File: src/rtl/zx_pkg.sv
// Shared types and memory map constants for the Spectrum paging unit
`default_nettype none

package zx_pkg;

	// ========================================================================
	// Machine and CPU bus
	// ========================================================================
	typedef enum logic [1:0] {
		MODE_128,
		MODE_48,	// Paging disabled
		MODE_PLUS3
	} mem_mode_t;

	typedef struct packed {
		logic [15:0] addr;
		logic [7:0]  dout;
		logic        mreq;
		logic        iorq;
		logic        rd;
		logic        wr;
		logic        m1;
	} cpu_bus_t;

	// ========================================================================
	// Port data layouts
	// ========================================================================
	typedef struct packed {
		logic [1:0] spare;
		logic       lock;	// Freezes paging until reset
		logic       rom_sel;
		logic       screen;	// Shadow screen in bank 7
		logic [2:0] bank;
	} page_7ffd_t;

	typedef struct packed {
		logic [3:0] spare;
		logic       motor;
		logic       rom_hi;	// Also high bit of special config
		logic       cfg_lo;
		logic       special;
	} page_1ffd_t;

	typedef struct packed {
		logic [2:0] spare;
		logic       ear;
		logic       mic;
		logic [2:0] border;
	} ula_port_t;

	// Same data byte, read according to the port it went to
	typedef union packed {
		page_7ffd_t p7ffd;
		page_1ffd_t p1ffd;
		ula_port_t  ula;
	} port_data_u;

	typedef enum logic [1:0] {PORT_NONE, PORT_7FFD, PORT_1FFD, PORT_FE} port_kind_t;

	typedef struct packed {
		port_kind_t kind;
		port_data_u data;
	} port_write_t;

	typedef struct packed {
		mem_mode_t  mode;
		page_7ffd_t p7ffd;
		page_1ffd_t p1ffd;
	} paging_state_t;

	// ========================================================================
	// Physical side
	// ========================================================================
	typedef struct packed {
		logic        is_rom;
		logic [2:0]  page;	// RAM bank or ROM number
		logic [13:0] offset;
	} phys_addr_t;

	typedef struct packed {
		phys_addr_t addr;
		logic       we;
		logic [7:0] din;
	} ram_req_t;

	typedef struct packed {
		logic [2:0] border;
		logic       ear;
		logic       mic;
	} ula_out_t;

	localparam logic [2:0] BANK_SCREEN = 3'd5;
	localparam logic [2:0] BANK_MID    = 3'd2;
	localparam logic [2:0] ROM48_INDEX = 3'd1;	// BASIC ROM in 48K mode

endpackage

`default_nettype wire
File: src/rtl/zx_paging_top.sv
// Top level of the paging unit: decoder, registers, mapper and request stage
`timescale 1ns/1ps
`default_nettype none

module zx_paging_top import zx_pkg::*; (
	input wire clk_sys,
	input wire reset,
	input wire mem_mode_t mem_mode,
	input wire cpu_bus_t cpu,
	output ram_req_t ram,
	output logic ram_req,
	output ula_out_t ula,
	output logic screen_page,
	output logic motor
);

	port_write_t   pw;
	paging_state_t state;
	phys_addr_t    map_addr;
	logic          map_writable;

	zx_io_decoder zx_io_decoder_inst (
		.clk_sys (clk_sys),
		.reset   (reset),
		.cpu     (cpu),
		.mode    (state.mode),	// Latched mode, not the raw selector
		.pw      (pw)
	);

	zx_port_registers zx_port_registers_inst (
		.clk_sys     (clk_sys),
		.reset       (reset),
		.mem_mode    (mem_mode),
		.pw          (pw),
		.state       (state),
		.ula         (ula),
		.screen_page (screen_page),
		.motor       (motor)
	);

	zx_address_mapper zx_address_mapper_inst (
		.state        (state),
		.addr         (cpu.addr),
		.map_addr     (map_addr),
		.map_writable (map_writable)
	);

	zx_memory_request zx_memory_request_inst (
		.clk_sys      (clk_sys),
		.reset        (reset),
		.cpu          (cpu),
		.map_addr     (map_addr),
		.map_writable (map_writable),
		.ram          (ram),
		.ram_req      (ram_req)
	);

endmodule

`default_nettype wire

File: src/rtl/zx_memory_request.sv
// Memory strobe edge detector and registered RAM request
`timescale 1ns/1ps
`default_nettype none

module zx_memory_request import zx_pkg::*; (
	input wire clk_sys,
	input wire reset,
	input wire cpu_bus_t cpu,
	input wire phys_addr_t map_addr,
	input wire map_writable,
	output ram_req_t ram,
	output logic ram_req
);

	logic     strobe;
	logic     strobe_q;
	logic     strobe_rise;
	ram_req_t ram_q;
	logic     ram_req_q;

	assign strobe      = cpu.mreq & (cpu.rd | cpu.wr);
	assign strobe_rise = strobe & ~strobe_q;

	// Control side
	always_ff @(posedge clk_sys) begin
		if (reset) begin
			strobe_q  <= 1'b0;
			ram_req_q <= 1'b0;
		end else begin
			strobe_q  <= strobe;
			ram_req_q <= strobe_rise;	// Single pulse, no back-pressure
		end
	end

	// Request payload, held until the next strobe
	always_ff @(posedge clk_sys) begin
		if (strobe_rise) begin
			ram_q.addr <= map_addr;
			ram_q.we   <= cpu.wr & map_writable;	// ROM writes dropped here
			ram_q.din  <= cpu.dout;
		end
	end

	assign ram     = ram_q;
	assign ram_req = ram_req_q;

endmodule

`default_nettype wire

File: src/rtl/zx_address_mapper.sv
// CPU address to physical RAM/ROM page mapping with write protection
`timescale 1ns/1ps
`default_nettype none

module zx_address_mapper import zx_pkg::*; (
	input wire paging_state_t state,
	input wire [15:0] addr,
	output phys_addr_t map_addr,
	output logic map_writable
);

	logic [1:0] slot;
	logic [1:0] cfg;
	logic       special;
	logic [2:0] rom_num;

	// +3 all-RAM tables: 0,1,2,3 / 4,5,6,7 / 4,5,6,3 / 4,7,6,3
	function automatic logic [2:0] special_bank(input logic [1:0] c, input logic [1:0] s);
		case (c)
			2'd0: special_bank = {1'b0, s};
			2'd1: special_bank = {1'b1, s};
			2'd2: special_bank = (s == 2'd3) ? 3'd3 : {1'b1, s};
			default: special_bank = (s == 2'd3) ? 3'd3 : ((s == 2'd1) ? 3'd7 : {1'b1, s});
		endcase
	endfunction

	assign slot    = addr[15:14];
	assign cfg     = {state.p1ffd.rom_hi, state.p1ffd.cfg_lo};
	assign special = (state.mode == MODE_PLUS3) && state.p1ffd.special;

	always_comb begin
		case (state.mode)
			MODE_48:    rom_num = ROM48_INDEX;
			MODE_PLUS3: rom_num = {1'b0, state.p1ffd.rom_hi, state.p7ffd.rom_sel};
			default:    rom_num = {2'b00, state.p7ffd.rom_sel};
		endcase
	end

	always_comb begin
		map_addr.offset = addr[13:0];
		map_addr.is_rom = 1'b0;
		map_writable    = 1'b1;
		if (special) begin
			map_addr.page = special_bank(cfg, slot);
		end else begin
			case (slot)
				2'd0: begin	// ROM slot, never written
					map_addr.is_rom = 1'b1;
					map_addr.page   = rom_num;
					map_writable    = 1'b0;
				end
				2'd1: map_addr.page = BANK_SCREEN;
				2'd2: map_addr.page = BANK_MID;
				default: map_addr.page = state.p7ffd.bank;
			endcase
		end
	end

endmodule

`default_nettype wire

File: src/rtl/zx_port_registers.sv
// Paging registers 7FFD and 1FFD, machine mode latch and ULA port outputs
`timescale 1ns/1ps
`default_nettype none

module zx_port_registers import zx_pkg::*; (
	input wire clk_sys,
	input wire reset,
	input wire mem_mode_t mem_mode,
	input wire port_write_t pw,
	output paging_state_t state,
	output ula_out_t ula,
	output logic screen_page,
	output logic motor
);

	mem_mode_t  mode_q;
	page_7ffd_t p7ffd_q;
	page_1ffd_t p1ffd_q;
	ula_out_t   ula_q;
	logic       paging_open;

	// 48K has no paging, and the lock bit holds until reset
	assign paging_open = (mode_q != MODE_48) && !p7ffd_q.lock;

	// ========================================================================
	// Paging registers
	// ========================================================================
	always_ff @(posedge clk_sys) begin
		if (reset) begin
			mode_q  <= mem_mode;	// Mode follows the selector while in reset
			p7ffd_q <= '0;
			p1ffd_q <= '0;
		end else begin
			case (pw.kind)
				PORT_7FFD: begin
					if (paging_open)
						p7ffd_q <= pw.data.p7ffd;
				end
				PORT_1FFD: begin
					if (paging_open)
						p1ffd_q <= pw.data.p1ffd;
				end
				default: ;
			endcase
		end
	end

	// ========================================================================
	// ULA port FE
	// ========================================================================
	always_ff @(posedge clk_sys) begin
		if (reset) begin
			ula_q <= '0;
		end else if (pw.kind == PORT_FE) begin
			ula_q.border <= pw.data.ula.border;
			ula_q.ear    <= pw.data.ula.ear;
			ula_q.mic    <= pw.data.ula.mic;
		end
	end

	assign state = '{mode: mode_q, p7ffd: p7ffd_q, p1ffd: p1ffd_q};
	assign ula   = ula_q;

	assign screen_page = p7ffd_q.screen;	// To video fetch
	assign motor       = p1ffd_q.motor;	// +3 disk motor

endmodule

`default_nettype wire

File: src/rtl/zx_io_decoder.sv
// I/O write edge detector and paging/ULA port decoder
`timescale 1ns/1ps
`default_nettype none

module zx_io_decoder import zx_pkg::*; (
	input wire clk_sys,
	input wire reset,
	input wire cpu_bus_t cpu,
	input wire mem_mode_t mode,
	output port_write_t pw
);

	logic io_wr;
	logic io_wr_q;
	logic hit_7ffd;
	logic hit_1ffd;
	logic hit_fe;
	port_kind_t kind_d;
	port_kind_t kind_q;
	port_data_u data_q;

	assign io_wr = cpu.iorq & cpu.wr & ~cpu.m1;	// Not an interrupt ack

	// Partial decoding as on the real machines
	assign hit_7ffd = ~cpu.addr[15] & ~cpu.addr[1] & (cpu.addr[14] | (mode != MODE_PLUS3));
	assign hit_1ffd = (mode == MODE_PLUS3) & (cpu.addr[15:12] == 4'b0001) & ~cpu.addr[1];
	assign hit_fe   = ~cpu.addr[0];

	always_comb begin
		kind_d = PORT_NONE;
		if (hit_7ffd)
			kind_d = PORT_7FFD;
		else if (hit_1ffd)
			kind_d = PORT_1FFD;
		else if (hit_fe)
			kind_d = PORT_FE;
	end

	always_ff @(posedge clk_sys) begin
		if (reset) begin
			io_wr_q <= 1'b0;
			kind_q  <= PORT_NONE;
		end else begin
			io_wr_q <= io_wr;
			kind_q  <= (io_wr & ~io_wr_q) ? kind_d : PORT_NONE;	// One cycle per write
		end
	end

	always_ff @(posedge clk_sys) begin
		if (io_wr & ~io_wr_q)
			data_q <= cpu.dout;
	end

	assign pw = '{kind: kind_q, data: data_q};

endmodule

`default_nettype wire

File: config.mk
export PLATFORM = sky130hd
export DESIGN_NAME = zx_paging_top
export DESIGN_NICKNAME = d
export VERILOG_FILES = /design/src/rtl/zx_pkg.sv /design/src/rtl/zx_paging_top.sv /design/src/rtl/zx_memory_request.sv /design/src/rtl/zx_address_mapper.sv /design/src/rtl/zx_port_registers.sv /design/src/rtl/zx_io_decoder.sv
export SDC_FILE = /design/constraint.sdc
export NUM_CORES = 1
export LEC_CHECK = 0
export BUFFER_PORTS_ARGS = -buffer_cell sky130_fd_sc_hd__buf_2
export CAP_MARGIN = 20
export CORE_MARGIN = 3
export CORE_UTILIZATION = 30
export CTS_BUF_LIST = sky130_fd_sc_hd__clkbuf_4 sky130_fd_sc_hd__clkbuf_8 sky130_fd_sc_hd__clkbuf_16
export DETAILED_ROUTE_END_ITERATION = 16
export HOLD_SLACK_MARGIN = 0.05
export SETUP_SLACK_MARGIN = 0.02
export SYNTH_ARGS = -nofsm -noshare
export SYNTH_HDL_FRONTEND = slang
export SYNTH_SLANG_ARGS = --single-unit
File: constraint.sdc
create_clock -name clk_sys -period 3.1 [get_ports clk_sys]
set_input_delay 0.155 -clock clk_sys [delete_from_list [all_inputs] [get_ports clk_sys]]
set_output_delay 0.155 -clock clk_sys [all_outputs]
set_load 0.03 [all_outputs]
==> run_results.csv <==
group,metric,value,unit
outcome,status,"finished, final reports clean",
floorplan,die_y,86.7,µm
clock_network,clock_latency,310,ps
global_routing,grtUsageTotal,11.0,%
sta,fin_crit_sh,53.2,%
yosys,synth_top_cell_by_area,"edfxtp_1",
yosys,ys_seq_elements,55,
power,leakagePower,1.06,nW
sta,fin_tns_setup,0,ps
placed_design,portBuffers,67,
critical_path,max_stage_delay,550,ps
critical_path,path_cells,"ha_1, nor4b_4, mux2i_1, nor2_1",
yosys,synth_flop_cell,"edfxtp_1",
yosys,synth-async-reset-ratio,0,%
global_routing,grt_pass1_vias,1303,
drt,drtAntennaViolNets,0,
critical_path,cp.required,3280,ps
sta,finalWorstSetupSlack,1450,ps
clock_network,postCtsSetupBuffers,0,
layout,syn_to_final_growth,38.5,%
sta,finalSetupViolations,0,
sta,slew_violations,0,
critical_path,worstSetupEndpointType,"flip-flop",
critical_path,worstSetupPathType,"reg2reg",
floorplan,die_x,86.7,µm
clock_network,clockRootBuffer,"clkbuf_8",
yosys,synth_area_leaders,"edfxtp_1, dfxtp_1, mux2i_1",
yosys,synth_nets,169,
sta,tightest_slew,596,ps
placed_design,placed_area,2360,µm²
yosys,synth_top_area_share,53.8,%
global_routing,grt_max_degree,28,
global_routing,grt_pass1_wl,6.33,mm
sta,period_needed,1650,ps
hold_path,hold_class,"in2reg",
layout,fin_nets,265,
hold_path,hold_depth,3,
critical_path,reg2reg_depth,4,
drt,firstDrtPassIters,4,
yosys,ys_types,29,
critical_path,critPathMaxFanout,6,
placed_design,dp_slack,1440,ps
global_routing,grt.overflow.total,0,
run,cap_violations,0,
sta,fin_skew,8.68,ps
placed_design,gp_congestion,0.680,
floorplan,start_util,32.0,%
drt,route.detailed.drc,0,
layout,seq_area,1450,µm²
hold_path,whs_endpoint,"zx_io_decoder_inst.io_wr_q",
layout,layout-drive-gt1-share,35.1,%
floorplan,core-area,6100,µm²
drt,wire_per_inst,13.4,µm
power,vdd_drop_max,0.241,mV
critical_path,cp.arrival,1830,ps
yosys,synth_cells,134,
clock_network,htree_levels,2,
yosys,syn_area_per_cell,14.6,µm²
clock_network,clkSlewWorstSetupHoldPaths,90,ps
drt,drtIter0Drc,91,
sta,relSlewSlack,60.0,%
clock_network,cts_tree,"yes",
critical_path,r2r-end,"zx_port_registers_inst.state[8]",
yosys,yosysMostFrequentCell,"edfxtp_1",
sta,whs,135,ps
clock_network,cts_inserted_buffers,5,
floorplan,die-area,7510,µm²
clock_network,cts_resized,0,
critical_path,crit_path_start_kind,"flip-flop",
critical_path,r2r_slack,1450,ps
yosys,synth.cell_area,1950,µm²
clock_network,cts_sinks,55,
placed_design,dp_hpwl,2.90,mm
yosys,yosys-top-cells-count,"edfxtp_1, dfxtp_1, nor2_1, mux2i_1",
layout,fill_cells,575,
global_routing,grt_antenna_before_repair,0,
yosys,seq_area_frac_synth,74.3,%
drt,vias,1347,
sta,fmax,606,MHz
layout,n_antenna_cell,0,
drt,wl,4.11,mm
floorplan,rows,28,
hold_path,min_from,"cpu[3]",
yosys,synth_edf_count,35,
yosys,yosys_warnings,0,
critical_path,crit_path_top_delay_cell,"nor4b_4",
drt,vias_per_cell,4.40,
layout,multiInputGateArea,463,µm²
clock_network,cts_buffer_depth,2,
layout,final_cell_area,2710,µm²
critical_path,cp_top_family,"simple AND/OR/NAND/NOR gates",
critical_path,critPathBufInv,0,
sta,hold_viol,0,
power,power_density,504,nW/µm²
critical_path,r2r-start,"zx_port_registers_inst.mode_q[0]",
floorplan,ios,68,
sta,rsz0062_at_grt,"false",
## registers in the layout, indices dropped and copies added (netlist names)
signal	cells
zx_port_registers_inst.ula	5
zx_memory_request_inst.ram_req	1
zx_port_registers_inst.screen_page	1
zx_port_registers_inst.mode_q	2
zx_io_decoder_inst.kind_q	2
zx_io_decoder_inst.io_wr_q	1
zx_port_registers_inst.motor	1
zx_port_registers_inst.state	8
zx_memory_request_inst.ram	27
zx_memory_request_inst.strobe_q	1
zx_io_decoder_inst.data_q	6
## logic make-up after synthesis
kind of cell | after synthesis | share of synthesized area [%]
buf+inv | 8 | 2.11
simple gates | 42 | 12.0
fa+ha+maj | 2 | 1.28
compound gates | 18 | 5.70
mux | 9 | 4.61
flops | 55 | 74.3
## worst max-delay path by stage
| stage | startpoint | slack, ps | endpoint | depth (start not counted) |
|---|---|---|---|---|
| final | zx_port_registers_inst.mode_q[0] | 1450 | zx_port_registers_inst.state[8] | 4 |
| after floorplan | zx_memory_request_inst.strobe_q | 1230 | zx_memory_request_inst.ram[0] | 1 |
| after global routing | zx_port_registers_inst.mode_q[0] | 1330 | zx_port_registers_inst.state[12] | 4 |
| after global placement | zx_port_registers_inst.mode_q[0] | 1490 | zx_port_registers_inst.screen_page | 4 |
| after detailed placement | zx_port_registers_inst.mode_q[0] | 1440 | zx_port_registers_inst.state[8] | 4 |
| after CTS | cpu[0] | 1330 | zx_io_decoder_inst.data_q[0] | 3 |
## final cells by class
type,instances,area share (%)
clock buffers,5,2.54
clock inverters,3,0.694
inverters,3,0.416
multi-input cells,71,17.1
flip-flops and latches,55,53.7
well taps,75,3.47
repair buffers,94,22.1
## where the power goes
part	switching (mW)	internal, mW
combinational	0.0902	0.0616
clock	0.229	0.160
sequential	0.0105	0.811
## worst min-delay path, stage by stage
cell	delay (ps)
buf_2	100
nand2_1	90
nor3_1	50
## per-stage QoR
stage	power (mW)	std cells	utilization, %
finish	1.36	306	44.4
global route	1.42	306	44.4
CTS	1.38	304	44.1
detailed placement	0.966	272	38.8
global placement	0.963	272	38.8
floorplan	0.913	134	-
## repair_timing
| action | CTS | global route |
|---|---|---|
| endpoints found under the setup margin | 0 | 0 |
| hold buffers | 24 | 1 |
| hold endpoints to repair | 30 | 1 |
## routing by layer
layer	track usage, %	share of wire, %	vias up
li1	-	-	677
met1	14.8	48	609
met2	16.6	43	56
met3	3.90	8.5	5
met4	3.40	0.71	0
met5	0	0	-
## cells in the final DEF (no fill, tap or decap), drive strengths merged, types with 2 or more instances in the layout
| cell type | synthesis | layout |
|---|---|---|
| clkinv | 0 | 2 |
| a21oi | 7 | 7 |
| edfxtp | 35 | 35 |
| buf | 3 | 68 |
| nor4b | 3 | 3 |
| dlygate4sd3 | 0 | 25 |
| nor3 | 4 | 4 |
| nand2 | 7 | 7 |
| inv | 3 | 4 |
| nor2b | 2 | 2 |
| ha | 2 | 2 |
| nand3 | 6 | 6 |
| mux2i | 9 | 9 |
| clkbuf | 2 | 6 |
| nor2 | 15 | 15 |
| o21ai | 5 | 5 |
| dfxtp | 20 | 20 |
(Power assumes the default switching activity.)
